$ cat src/hdl/ttc_pkg.sv
package ttc_pkg;

   // --------------------
   // Sizes and counts
   // --------------------
   localparam int n_timers     = 3;
   localparam int timer_stride = 32;                     // Bytes per timer block
   localparam int addr_w       = 8;                      // APB address width
   localparam int data_w       = 32;                     // APB data width
   localparam int off_w        = $clog2(timer_stride);   // Offset bits within a block
   localparam int idx_w        = addr_w - off_w;         // Timer index bits
   localparam int cnt_w        = 16;                     // Counter, interval, match
   localparam int clk_ctrl_w   = 5;
   localparam int cntr_ctrl_w  = 5;
   localparam int int_w        = 3;

   // Clock control fields
   localparam int ps_en_bit  = 0;                        // Prescale enable
   localparam int ps_exp_lsb = 1;                        // Exponent in bits 4..1
   localparam int ps_exp_w   = clk_ctrl_w - ps_exp_lsb;

   // Counter control fields
   localparam int ctrl_disable  = 0;
   localparam int ctrl_interval = 1;                     // Interval mode, else overflow
   localparam int ctrl_decr     = 2;
   localparam int ctrl_match_en = 3;
   localparam int ctrl_cnt_rst  = 4;                     // Self-clearing, reads 0

   localparam logic [cntr_ctrl_w-1:0] cntr_ctrl_rst = 5'b00001;  // Disabled out of reset

   // Interrupt status / enable bits
   localparam int int_interval = 0;
   localparam int int_match    = 1;
   localparam int int_overflow = 2;

   // --------------------
   // Register map
   // --------------------
   localparam logic [off_w-1:0] off_clk_ctrl   = 5'h00;
   localparam logic [off_w-1:0] off_cntr_ctrl  = 5'h04;
   localparam logic [off_w-1:0] off_counter    = 5'h08;  // Read only
   localparam logic [off_w-1:0] off_interval   = 5'h0C;
   localparam logic [off_w-1:0] off_match      = 5'h10;
   localparam logic [off_w-1:0] off_int_status = 5'h14;  // Read only, clear on read
   localparam logic [off_w-1:0] off_int_en     = 5'h18;

   // Per-timer write / clear strobes
   typedef struct packed {
      logic clk_ctrl;
      logic cntr_ctrl;
      logic interval;
      logic match;
      logic int_en;
      logic clear_int;                                   // Status read in access phase
   } ttc_sel_t;

   // Per-timer readback bundle
   typedef struct packed {
      logic [clk_ctrl_w-1:0]  clk_ctrl;
      logic [cntr_ctrl_w-1:0] cntr_ctrl;
      logic [cnt_w-1:0]       counter;
      logic [cnt_w-1:0]       interval;
      logic [cnt_w-1:0]       match;
      logic [int_w-1:0]       int_status;
      logic [int_w-1:0]       int_en;
   } ttc_regs_t;

endpackage

$ cat src/hdl/ttc_prescaler.sv
`timescale 1ns/1ps

module ttc_prescaler (
   input  logic                             pclk,
   input  logic                             rst,
   input  logic [ttc_pkg::clk_ctrl_w-1:0]   clk_ctrl,
   output logic                             tick
);

   logic [ttc_pkg::cnt_w-1:0]       div_cnt;      // Free-running divider
   logic [ttc_pkg::cnt_w-1:0]       div_mask;     // Low p+1 bits set
   logic [ttc_pkg::clk_ctrl_w-1:0]  clk_ctrl_q;   // Last seen setting
   logic [ttc_pkg::ps_exp_w-1:0]    ps_exp;
   logic                            pre_en;
   logic                            stable;

   assign pre_en = clk_ctrl[ttc_pkg::ps_en_bit];
   assign ps_exp = clk_ctrl[ttc_pkg::clk_ctrl_w-1:ttc_pkg::ps_exp_lsb];

   // Period 2**(p+1) when low bits all ones
   assign div_mask = {ttc_pkg::cnt_w{1'b1}} >> (ttc_pkg::cnt_w - 1 - int'(ps_exp));
   assign stable   = (clk_ctrl == clk_ctrl_q);

   // No tick in the cycle a new setting lands
   assign tick = ~pre_en | (stable & ((div_cnt & div_mask) == div_mask));

   always_ff @(posedge pclk) begin
      if (rst) begin
         div_cnt    <= '0;
         clk_ctrl_q <= '0;
      end else begin
         clk_ctrl_q <= clk_ctrl;
         if (!stable) begin
            div_cnt <= '0;                    // Restart on setting change
         end else begin
            div_cnt <= div_cnt + 1'b1;
         end
      end
   end

endmodule

$ cat src/hdl/ttc_timer_counter.sv
`timescale 1ns/1ps

module ttc_timer_counter (
   input  logic                        pclk,
   input  logic                        rst,
   input  logic [ttc_pkg::cnt_w-1:0]   wdata,      // Low bits of pwdata
   input  ttc_pkg::ttc_sel_t           sel,
   output ttc_pkg::ttc_regs_t          regs,
   output logic                        interrupt
);

   logic [ttc_pkg::clk_ctrl_w-1:0]   clk_ctrl_q;
   logic [ttc_pkg::cntr_ctrl_w-2:0]  cntr_ctrl_q;  // Bit 4 never stored
   logic [ttc_pkg::cnt_w-1:0]        counter_q;
   logic [ttc_pkg::cnt_w-1:0]        interval_q;
   logic [ttc_pkg::cnt_w-1:0]        match_q;
   logic [ttc_pkg::int_w-1:0]        int_status_q;
   logic [ttc_pkg::int_w-1:0]        int_en_q;

   logic                             tick;
   logic                             step;         // Counter advances this edge
   logic                             cnt_rst_wr;   // Counter reset written
   logic                             intv_mode;
   logic                             decr;
   logic [ttc_pkg::cnt_w-1:0]        cnt_next;
   logic [ttc_pkg::int_w-1:0]        evt;          // Events if stepping
   logic [ttc_pkg::int_w-1:0]        step_evt;

   ttc_prescaler u_prescaler (
      .pclk     (pclk),
      .rst      (rst),
      .clk_ctrl (clk_ctrl_q),
      .tick     (tick)
   );

   assign intv_mode  = cntr_ctrl_q[ttc_pkg::ctrl_interval];
   assign decr       = cntr_ctrl_q[ttc_pkg::ctrl_decr];
   assign step       = tick & ~cntr_ctrl_q[ttc_pkg::ctrl_disable];
   assign cnt_rst_wr = sel.cntr_ctrl & wdata[ttc_pkg::ctrl_cnt_rst];

   // --------------------
   // Next count and events
   // --------------------
   always_comb begin
      cnt_next = counter_q;
      evt      = '0;
      if (decr) begin
         if (counter_q == '0) begin
            if (intv_mode) begin
               cnt_next                  = interval_q;   // Reload
               evt[ttc_pkg::int_interval] = 1'b1;
            end else begin
               cnt_next                  = '1;           // Underflow wrap
               evt[ttc_pkg::int_overflow] = 1'b1;
            end
         end else begin
            cnt_next = counter_q - 1'b1;
         end
      end else begin
         if (intv_mode && (counter_q >= interval_q)) begin
            cnt_next                  = '0;              // Interval reached
            evt[ttc_pkg::int_interval] = 1'b1;
         end else if (!intv_mode && (counter_q == '1)) begin
            cnt_next                  = '0;              // 16-bit wrap
            evt[ttc_pkg::int_overflow] = 1'b1;
         end else begin
            cnt_next = counter_q + 1'b1;
         end
      end
      // Match on the new value
      if (cntr_ctrl_q[ttc_pkg::ctrl_match_en] && (cnt_next == match_q)) begin
         evt[ttc_pkg::int_match] = 1'b1;
      end
   end

   // Counter reset write takes the edge, no events then
   assign step_evt = (step && !cnt_rst_wr) ? evt : '0;

   // --------------------
   // Registers
   // --------------------
   always_ff @(posedge pclk) begin
      if (rst) begin
         clk_ctrl_q  <= '0;
         cntr_ctrl_q <= ttc_pkg::cntr_ctrl_rst[ttc_pkg::cntr_ctrl_w-2:0];
         interval_q  <= '0;
         match_q     <= '0;
         int_en_q    <= '0;
      end else begin
         if (sel.clk_ctrl) begin
            clk_ctrl_q <= wdata[ttc_pkg::clk_ctrl_w-1:0];
         end
         if (sel.cntr_ctrl) begin
            cntr_ctrl_q <= wdata[ttc_pkg::cntr_ctrl_w-2:0];  // Self-clearing bit dropped
         end
         if (sel.interval) begin
            interval_q <= wdata;
         end
         if (sel.match) begin
            match_q <= wdata;
         end
         if (sel.int_en) begin
            int_en_q <= wdata[ttc_pkg::int_w-1:0];
         end
      end
   end

   // Counter, reload value follows the newly written direction
   always_ff @(posedge pclk) begin
      if (rst) begin
         counter_q <= '0;
      end else if (cnt_rst_wr) begin
         counter_q <= wdata[ttc_pkg::ctrl_decr] ? interval_q : '0;
      end else if (step) begin
         counter_q <= cnt_next;
      end
   end

   // Status, a new event wins over the read clear
   always_ff @(posedge pclk) begin
      if (rst) begin
         int_status_q <= '0;
      end else begin
         int_status_q <= (sel.clear_int ? '0 : int_status_q) | step_evt;
      end
   end

   assign interrupt = |(int_status_q & int_en_q);   // No extra delay

   // Readback
   assign regs.clk_ctrl   = clk_ctrl_q;
   assign regs.cntr_ctrl  = {1'b0, cntr_ctrl_q};     // Counter reset reads 0
   assign regs.counter    = counter_q;
   assign regs.interval   = interval_q;
   assign regs.match      = match_q;
   assign regs.int_status = int_status_q;
   assign regs.int_en     = int_en_q;

endmodule

$ cat src/hdl/ttc_apb_if.sv
`timescale 1ns/1ps

module ttc_apb_if (
   input  logic                                     pclk,
   input  logic                                     rst,
   input  logic                                     psel,
   input  logic                                     penable,
   input  logic                                     pwrite,
   input  logic [ttc_pkg::addr_w-1:0]               paddr,
   input  ttc_pkg::ttc_regs_t [ttc_pkg::n_timers-1:0] regs,
   output logic [ttc_pkg::data_w-1:0]               prdata,
   output ttc_pkg::ttc_sel_t  [ttc_pkg::n_timers-1:0] sel
);

   logic                       setup_q;   // Previous cycle was a setup phase
   logic                       access;
   logic                       wr_acc;
   logic                       rd_acc;
   logic [ttc_pkg::idx_w-1:0]  idx;       // Timer index
   logic [ttc_pkg::off_w-1:0]  off;       // Register offset in block

   // --------------------
   // Phase tracking
   // --------------------

   // Access phase only counts when it follows a setup phase,
   // so each transfer gives exactly one strobe
   always_ff @(posedge pclk) begin
      if (rst) begin
         setup_q <= 1'b0;
      end else begin
         setup_q <= psel & ~penable;
      end
   end

   assign access = psel & penable & setup_q;
   assign wr_acc = access & pwrite;
   assign rd_acc = access & ~pwrite;

   // Address split
   assign idx = paddr[ttc_pkg::addr_w-1:ttc_pkg::off_w];
   assign off = paddr[ttc_pkg::off_w-1:0];

   // --------------------
   // Write decode
   // --------------------
   always_comb begin
      for (int k = 0; k < ttc_pkg::n_timers; k++) begin
         sel[k] = '0;
         if (idx == k) begin
            sel[k].clk_ctrl  = wr_acc && (off == ttc_pkg::off_clk_ctrl);
            sel[k].cntr_ctrl = wr_acc && (off == ttc_pkg::off_cntr_ctrl);
            sel[k].interval  = wr_acc && (off == ttc_pkg::off_interval);
            sel[k].match     = wr_acc && (off == ttc_pkg::off_match);
            sel[k].int_en    = wr_acc && (off == ttc_pkg::off_int_en);
            // Status read clears it at this edge
            sel[k].clear_int = rd_acc && (off == ttc_pkg::off_int_status);
         end
      end
   end

   // --------------------
   // Read mux
   // --------------------

   // Zero outside access, zero for unused offsets and index 3
   always_comb begin
      prdata = '0;
      for (int k = 0; k < ttc_pkg::n_timers; k++) begin
         if (rd_acc && (idx == k)) begin
            case (off)
               ttc_pkg::off_clk_ctrl: begin
                  prdata[ttc_pkg::clk_ctrl_w-1:0] = regs[k].clk_ctrl;
               end
               ttc_pkg::off_cntr_ctrl: begin
                  prdata[ttc_pkg::cntr_ctrl_w-1:0] = regs[k].cntr_ctrl;
               end
               ttc_pkg::off_counter: begin
                  prdata[ttc_pkg::cnt_w-1:0] = regs[k].counter;
               end
               ttc_pkg::off_interval: begin
                  prdata[ttc_pkg::cnt_w-1:0] = regs[k].interval;
               end
               ttc_pkg::off_match: begin
                  prdata[ttc_pkg::cnt_w-1:0] = regs[k].match;
               end
               ttc_pkg::off_int_status: begin
                  prdata[ttc_pkg::int_w-1:0] = regs[k].int_status;
               end
               ttc_pkg::off_int_en: begin
                  prdata[ttc_pkg::int_w-1:0] = regs[k].int_en;
               end
               default: begin
                  prdata = '0;              // Hole in the map
               end
            endcase
         end
      end
   end

endmodule

$ cat src/hdl/ttc_lite.sv
`timescale 1ns/1ps

module ttc_lite (
   input  logic                            pclk,
   input  logic                            rst,
   input  logic                            psel,
   input  logic                            penable,
   input  logic                            pwrite,
   input  logic [ttc_pkg::addr_w-1:0]      paddr,
   input  logic [ttc_pkg::data_w-1:0]      pwdata,
   output logic [ttc_pkg::data_w-1:0]      prdata,
   output logic [ttc_pkg::n_timers-1:0]    interrupt   // One bit per timer
);

   ttc_pkg::ttc_sel_t  [ttc_pkg::n_timers-1:0] sel;     // Decode to timers
   ttc_pkg::ttc_regs_t [ttc_pkg::n_timers-1:0] regs;    // Timers to read mux

   // --------------------
   // APB decode and read mux
   // --------------------
   ttc_apb_if u_apb_if (
      .pclk    (pclk),
      .rst     (rst),
      .psel    (psel),
      .penable (penable),
      .pwrite  (pwrite),
      .paddr   (paddr),
      .regs    (regs),
      .prdata  (prdata),
      .sel     (sel)
   );

   // --------------------
   // Timers
   // --------------------
   for (genvar k = 0; k < ttc_pkg::n_timers; k++) begin : g_timer
      ttc_timer_counter u_timer (
         .pclk      (pclk),
         .rst       (rst),
         .wdata     (pwdata[ttc_pkg::cnt_w-1:0]),   // Registers are 16 bits at most
         .sel       (sel[k]),
         .regs      (regs[k]),
         .interrupt (interrupt[k])
      );
   end

endmodule

$ cat config.mk
export PLATFORM = sky130hd
export DESIGN_NAME = ttc_lite
export DESIGN_NICKNAME = d
export VERILOG_FILES = /design/src/hdl/ttc_pkg.sv /design/src/hdl/ttc_prescaler.sv /design/src/hdl/ttc_timer_counter.sv /design/src/hdl/ttc_apb_if.sv /design/src/hdl/ttc_lite.sv
export SDC_FILE = /design/constraint.sdc
export NUM_CORES = 1
export LEC_CHECK = 0
export BUFFER_PORTS_ARGS = -buffer_cell sky130_fd_sc_hd__buf_4
export CAP_MARGIN = 20
export CORE_MARGIN = 8
export CORE_UTILIZATION = 45
export CTS_CLUSTER_DIAMETER = 50
export DETAILED_ROUTE_END_ITERATION = 10
export PLACE_DENSITY = 0.69
export SLEW_MARGIN = 40
export SYNTH_ARGS = -nofsm -noshare
export SYNTH_HDL_FRONTEND = slang
export SYNTH_SLANG_ARGS = --single-unit
$ cat constraint.sdc
create_clock -name pclk -period 2.9 [get_ports pclk]
set_input_delay 0.58 -clock pclk [delete_from_list [all_inputs] [get_ports pclk]]
set_output_delay 0.58 -clock pclk [all_outputs]
set_load 0.01 [all_outputs]
==> results.json, run 1 <==
{
  "place_inst": 3070,
  "synthAdderAreaFrac": 0.0431,
  "end_kind": "register",
  "reg2reg_from": "g_timer[1].u_timer.counter_q[8]",
  "grt.overflow.total": 0,
  "min-delay-start": "penable",
  "tightest_slew_ns": 0.743,
  "syn_to_final_growth_pct": 30.7,
  "switching_share": 0.248,
  "cp.arrival_ns": 3.50,
  "grt_pass1_wl_um": 103000,
  "remaining_drc_errors": 0,
  "synth-simple-area-share": 0.253,
  "dieArea_mm2": 0.0443,
  "fin_util": 0.593,
  "hpwl_um": 48600,
  "crit_chain": "buf_4 > or4_4 > or4_4 > buf_4 > o21ai_2 > a2bb2oi_2 > nor2_2 > xor2_1 > nor4_2 > nand4_1 > o31ai_1",
  "htreeDepth": 2,
  "antenna_found_initial": 0,
  "clk_pin_slew_ns": 0.06,
  "min_period_ns": 3.04,
  "rsz0062_at_grt": "yes",
  "start_util": 0.454,
  "violations": "setup timing",
  "seq_area_frac_synth": 0.298,
  "chipWidth_um": 210,
  "status": "finished, violations left",
  "synth_edf_count": 0,
  "rrSetupSlack_ns": -0.14,
  "grt_pass1_vias": 18349,
  "grt_util_all_layers": 0.289,
  "routed_wl_um": 66500,
  "finClkSkew_ns": 0.0170,
  "ir_drop_mv": 0.407,
  "grt_max_degree": 200,
  "nNetsFinal": 2723,
  "synthMuxAreaShare": 0.0419,
  "cts-root-buf": "clkbuf_16",
  "instances_no_fill": 3154,
  "cp_slowest_cell": "or4_4",
  "yosysTopAreaCell": "dfxtp_1",
  "yosysWarnings": 0,
  "netlist_area_mm2": 0.0170,
  "routabilityCongestion": 1.02,
  "drtIter0Drc": 2475,
  "yosys.cell_count.top_type": "nand2_1",
  "fin_crit_sh": 1.05,
  "synth-compound-area-share": 0.224,
  "max_slew_margin": 0.503,
  "synth_common_cells": "nand2_1 (364), dfxtp_1 (253), a21oi_1 (234)",
  "cp.required_ns": 3.37,
  "power.internal_mw": 6.20,
  "async_flop_share": 0,
  "crit_fanout": 3,
  "io_pins": 80,
  "synthTopCellsByArea": "dfxtp_1 (30%), nand2_1 (8.0%), a21oi_1 (6.9%)",
  "io_buffers": 47,
  "dr.pass1.iters": 8,
  "reg2regPathDepth": 11,
  "dpl_cell_area_mm2": 0.0201,
  "avgSynthCellArea_um2": 7.31,
  "cp-start-kind": "register",
  "power.leakage_nw": 8.49,
  "crit_path_max_incr_delay_ns": 0.60,
  "path_class": "register to register",
  "holdPathStages": 2,
  "drv_cap": 0,
  "fp.dieH_um": 210,
  "clock.fmax_ghz": 0.329,
  "min_to": "u_apb_if.setup_q",
  "rows": 71,
  "cts_tree": "done",
  "core_mm2": 0.0375,
  "p_per_area_mw_per_mm2": 371,
  "fin_ws_ns": -0.136,
  "hold_class": "input pin to register",
  "synth_top_cell_area_share": 0.298,
  "drv_slew": 0,
  "vias": 19028,
  "finalHoldViolCount": 0,
  "cts_buffers": 38,
  "ys.flop_type": "dfxtp_1",
  "antenna_left": 0,
  "cts.sinks": 253,
  "seqPwrFrac": 0.425,
  "avgRoutedWirePerCell_um": 21.1,
  "clkLatencyLatePin_ns": 0.55,
  "synth.distinct_cells": 92,
  "p_switching_mw": 2.04,
  "syn_inst": 2327,
  "synth-seq-cells": 253,
  "pwr-share-clk": 0.539,
  "synth_top_family_by_area": "simple AND/OR/NAND/NOR gates",
  "drive_gt1_frac": 0.244,
  "clk_path_buf_depth": 3,
  "comb_power_share": 0.037,
  "r2r-end": "g_timer[1].u_timer.int_status_q[1]",
  "via_per_inst": 6.03,
  "synth_xor_area_frac": 0.0690,
  "stdcell_area_mm2": 0.0222,
  "setup_violations": 6,
  "place_ws_ns": -0.331
}
cell type report:
type | count | area, um2
diodes | 1 | 2.50
clock buffers | 44 | 1010
clock inverters | 17 | 170
fillers | 3450 | 15200
inverters | 99 | 372
multi-input cells | 1805 | 11500
flip-flops and latches | 253 | 5090
well taps | 511 | 639
repair buffers | 424 | 3420
worst max-delay path by stage:
stage	cells after the start	start	slack, ns	endpoint
6_report	11	g_timer[1].u_timer.counter_q[8]	-0.14	g_timer[1].u_timer.int_status_q[1]
5_1_grt	11	g_timer[1].u_timer.counter_q[8]	-0.23	g_timer[1].u_timer.int_status_q[1]
4_1_cts	11	g_timer[1].u_timer.counter_q[0]	-0.08	g_timer[1].u_timer.int_status_q[1]
3_5_place_dp	10	g_timer[1].u_timer.counter_q[1]	-0.33	g_timer[1].u_timer.int_status_q[1]
3_3_place_gp	11	g_timer[1].u_timer.counter_q[1]	-0.30	g_timer[1].u_timer.int_status_q[1]
2_1_floorplan	12	g_timer[2].u_timer.counter_q[0]	-0.02	g_timer[2].u_timer.int_status_q[1]
state kept, by name (all words and copies together), names as in the netlist:
name	cells
g_timer.u_timer.cntr_ctrl_q	12
g_timer.u_timer.match_q	48
g_timer.u_timer.int_status_q	9
g_timer.u_timer.u_prescaler.div_cnt	48
g_timer.u_timer.clk_ctrl_q	15
g_timer.u_timer.int_en_q	9
g_timer.u_timer.counter_q	48
u_apb_if.setup_q	1
g_timer.u_timer.interval_q	48
g_timer.u_timer.u_prescaler.clk_ctrl_q	15
kinds of logic after synthesis:
logic type,count (synthesis)
simple gates,926
compound gates,599
buf+inv,284
flops,253
xor+xnor,134
mux,71
fa+ha+maj,59
other cells,1
per-stage QoR:
step	TNS (ns)	total power, mW	hold WS, ns
floorplan	-0.0451	3.73	0.437
global placement	-1.54	3.86	0.460
finish	-0.324	8.25	0.197
CTS	-0.148	8.28	0.183
detailed placement	-2.16	3.86	0.470
global route	-1.40	8.46	0.200
metal layers:
metal	GRT usage	routed length, um	vias to the layer above
li1	-	-	8853
met1	0.404	28800	8998
met2	0.430	28200	1011
met3	0.0573	7040	166
met4	0.120	2440	0
met5	0	0	-
power by group through the flow:
stage | logic, mW | clock network (mW) | registers, mW
floorplan | 0.158 | 0 | 3.57
global placement | 0.278 | 0 | 3.58
detailed placement | 0.281 | 0 | 3.58
CTS | 0.287 | 4.49 | 3.50
global route | 0.315 | 4.64 | 3.50
finish | 0.303 | 4.44 | 3.50
critical path: cells and delay by family (launching register included):
| kind | cells | cell delay (ns) |
|---|---|---|
| AOI/OAI and AO/OA | 3 | 0.57 |
| xor gates and xnor gates | 1 | 0.16 |
| and+or+nand+nor | 5 | 1.57 |
| buffers and inverters | 2 | 0.30 |
| DFF | 1 | 0.35 |
cell usage in the layout (no fill, tap or decap), types with 10 or more instances in the layout:
cell / instances
buf_4: 399
nand2_1: 351
dfxtp_1: 235
a21oi_1: 227
nor2_1: 211
inv_1: 92
nand3_1: 87
o21ai_0: 84
mux2i_1: 69
xnor2_1: 67
xor2_1: 66
a22oi_1: 52
nor3_1: 49
ha_1: 48
clkbuf_16: 40
nand4_1: 38
or3_1: 20
a222oi_1: 20
nor4_1: 20
and3_1: 19
dfxtp_2: 18
o22ai_1: 17
conb_1: 16
a31oi_1: 14
o211ai_1: 14
nand2b_1: 13
o21ai_1: 13
o31ai_1: 13
nor2b_1: 12
buf_12: 12
nor4_2: 10
nand2_2: 10
buf_6: 10
what timing repair did:
item,4_1_cts,5_1_grt
cloned,0,1
hold buffers,0,0
pin swaps,41,23
buffers inserted,12,8
setup endpoints to repair,31,42
resized for setup,89,83
Power figures use the tool's default switching activity.
==> run 2, diff against run 1 <==
--- a/config.mk
+++ b/config.mk
@@ -5,6 +5,7 @@
 export SDC_FILE = /design/constraint.sdc
 export NUM_CORES = 1
 export LEC_CHECK = 0
+export ABC_AREA = 1
 export BUFFER_PORTS_ARGS = -buffer_cell sky130_fd_sc_hd__buf_4
 export CAP_MARGIN = 20
 export CORE_MARGIN = 8
==> run 2 against run 1 <==
Critical path depth shrank 2. Largest cell class unchanged. The run now ends clean. Die area grew 2.9%. Final cell count grew 8.6%. Global-route usage shrank 0.82 points.
==> results.json, run 2 <==
{
  "hpwl_um": 49500,
  "ir_drop_mv": 0.460,
  "p_per_area_mw_per_mm2": 406,
  "diodes": 0,
  "syn_inst": 2764,
  "instances_no_fill": 3426,
  "netlist_area_mm2": 0.0175,
  "remaining_drc_errors": 0,
  "htreeDepth": 2,
  "seq_area_frac_synth": 0.289,
  "synth-seq-cells": 253,
  "reg2regPathDepth": 18,
  "yosys.cell_count.top_type": "nand2_1",
  "syn_to_final_growth_pct": 16.3,
  "fill_cells": 3916,
  "chipWidth_um": 213,
  "drv_cap": 0,
  "routabilityCongestion": 1.02,
  "cp.required_ns": 2.32,
  "clock.fmax_ghz": 0.349,
  "tightest_slew_ns": 0.824,
  "postCtsSetupBuffers": 0,
  "finClkSkew_ns": 0.0214,
  "place_inst": 3359,
  "synth.distinct_cells": 58,
  "stdcell_area_mm2": 0.0204,
  "crit_fanout": 9,
  "cts.sinks": 253,
  "clk_pin_slew_ns": 0.05,
  "cts_hold_buf": 0,
  "max_slew_margin": 0.450,
  "cp.arrival_ns": 2.29,
  "ys.flop_type": "dfxtp_1",
  "async_flop_share": 0,
  "status": "completed",
  "rsz0062_at_grt": "yes",
  "end_kind": "output pin",
  "avgSynthCellArea_um2": 6.35,
  "synth_common_cells": "nand2_1 (673), inv_1 (314), nor2_1 (279)",
  "core_mm2": 0.0386,
  "cp-start-kind": "input pin",
  "drv_slew": 0,
  "clk_path_buf_depth": 3,
  "dpl_cell_area_mm2": 0.0190,
  "clkLatencyLatePin_ns": 0.54,
  "power.leakage_nw": 8.93,
  "yosysTopAreaCell": "dfxtp_1",
  "layout_commonest_cell": "nand2_1",
  "final_cell_mix": "nand2_1 (670), inv_1 (310), nor2_1 (277), dfxtp_1 (252), a21oi_1 (222)",
  "cts_tree": "done",
  "rows": 72,
  "fin_util": 0.529,
  "finalHoldViolCount": 0,
  "routed_wl_um": 66200,
  "dr.pass1.iters": 7,
  "drtIter0Drc": 2029,
  "synth_edf_count": 0,
  "drive_gt1_frac": 0.127,
  "cts-root-buf": "clkbuf_16",
  "setup_violations": 0,
  "grt_max_degree": 68,
  "antenna_left": 0,
  "fin_crit_sh": 0.989,
  "vias": 19631,
  "io_buffers": 47,
  "hold_class": "input pin to register",
  "dieArea_mm2": 0.0456,
  "fp.dieH_um": 213,
  "via_per_inst": 5.73,
  "min_period_ns": 2.87,
  "yosysWarnings": 0,
  "holdPathStages": 2,
  "grt_util_all_layers": 0.281,
  "antenna_found_initial": 0,
  "synthTopCellsByArea": "dfxtp_1 (29%), nand2_1 (14%), inv_1 (6.7%)",
  "synth_top_cell_area_share": 0.289,
  "path_class": "input pin to output pin",
  "io_pins": 80,
  "grt.overflow.total": 0,
  "nNetsFinal": 2983,
  "cts_buffers": 36,
  "avgRoutedWirePerCell_um": 19.3,
  "grt_pass1_wl_um": 101000,
  "start_util": 0.455,
  "grt_pass1_vias": 18358
}
[run 2: logic make-up after synthesis]
logic type	share of synthesized area
other	0.000214
XOR/XNOR	0.0250
adder cells (fa/ha/maj)	0.0406
buffers and inverters	0.113
AND/OR/NAND/NOR	0.346
flip-flops	0.289
AO/OA/AOI/OAI	0.187
[run 2: layer usage]
| layer | vias up | GRT usage | wire, um |
|---|---|---|---|
| met5 | - | 0 | 0 |
| met3 | 184 | 0.0576 | 6720 |
| li1 | 9403 | - | - |
| met2 | 1010 | 0.449 | 29100 |
| met1 | 9034 | 0.367 | 27500 |
| met4 | 0 | 0.115 | 2870 |
[run 2: critical path, cell delays in order]
cell and delay [ns]:
buf_4 0.13, buf_4 0.14, nor2_1 0.14, nand3_1 0.20, buf_4 0.23, o221ai_1 0.34, a221oi_1 0.11, o221ai_2 0.23
buf_4 0.18
[run 2: stage by stage]
step                hold WS [ns]  power, mW  setup TNS, ns  setup WS, ns
finish                     0.225       8.28              0        0.0308
global route               0.234       8.49        -0.0376       -0.0249
CTS                        0.212       8.29        -0.0151       -0.0145
detailed placement         0.456       3.87          -1.84        -0.226
global placement           0.446       3.87          -2.33        -0.213
floorplan                  0.430       3.73              0         0.365
[run 2: where the power goes]
| part | switching (mW) | internal, mW |
|---|---|---|
| clock | 1.75 | 2.71 |
| sequential | 0.0119 | 3.49 |
| combinational | 0.226 | 0.0896 |
[run 2: cell type report]
type,count,area (um2),area share
clock buffer,48,996,0.0488
tap,518,648,0.0318
clock inverter,17,203,0.00993
inverter,332,1250,0.0612
timing repair buffer,197,1570,0.0770
multi-input combinational,2061,10700,0.523
sequential,253,5070,0.248
[run 2: repair_timing]
item | 4_1_cts | 5_1_grt
endpoints found under the setup margin | 16 | 21
gates cloned | 0 | 2
pin swaps | 1 | 4
gates resized for setup | 11 | 22
[run 2: worst paths after layout]
path              slack [ns]                                        end                                       from
setup / recovery        0.03                                  prdata[3]                                   paddr[3]
hold / removal          0.23                           u_apb_if.setup_q                                    penable
hold reg to reg         0.47  g_timer[2].u_timer.u_prescaler.div_cnt[6]  g_timer[2].u_timer.u_prescaler.div_cnt[6]
setup reg to reg        0.17         g_timer[2].u_timer.int_status_q[1]            g_timer[2].u_timer.counter_q[1]
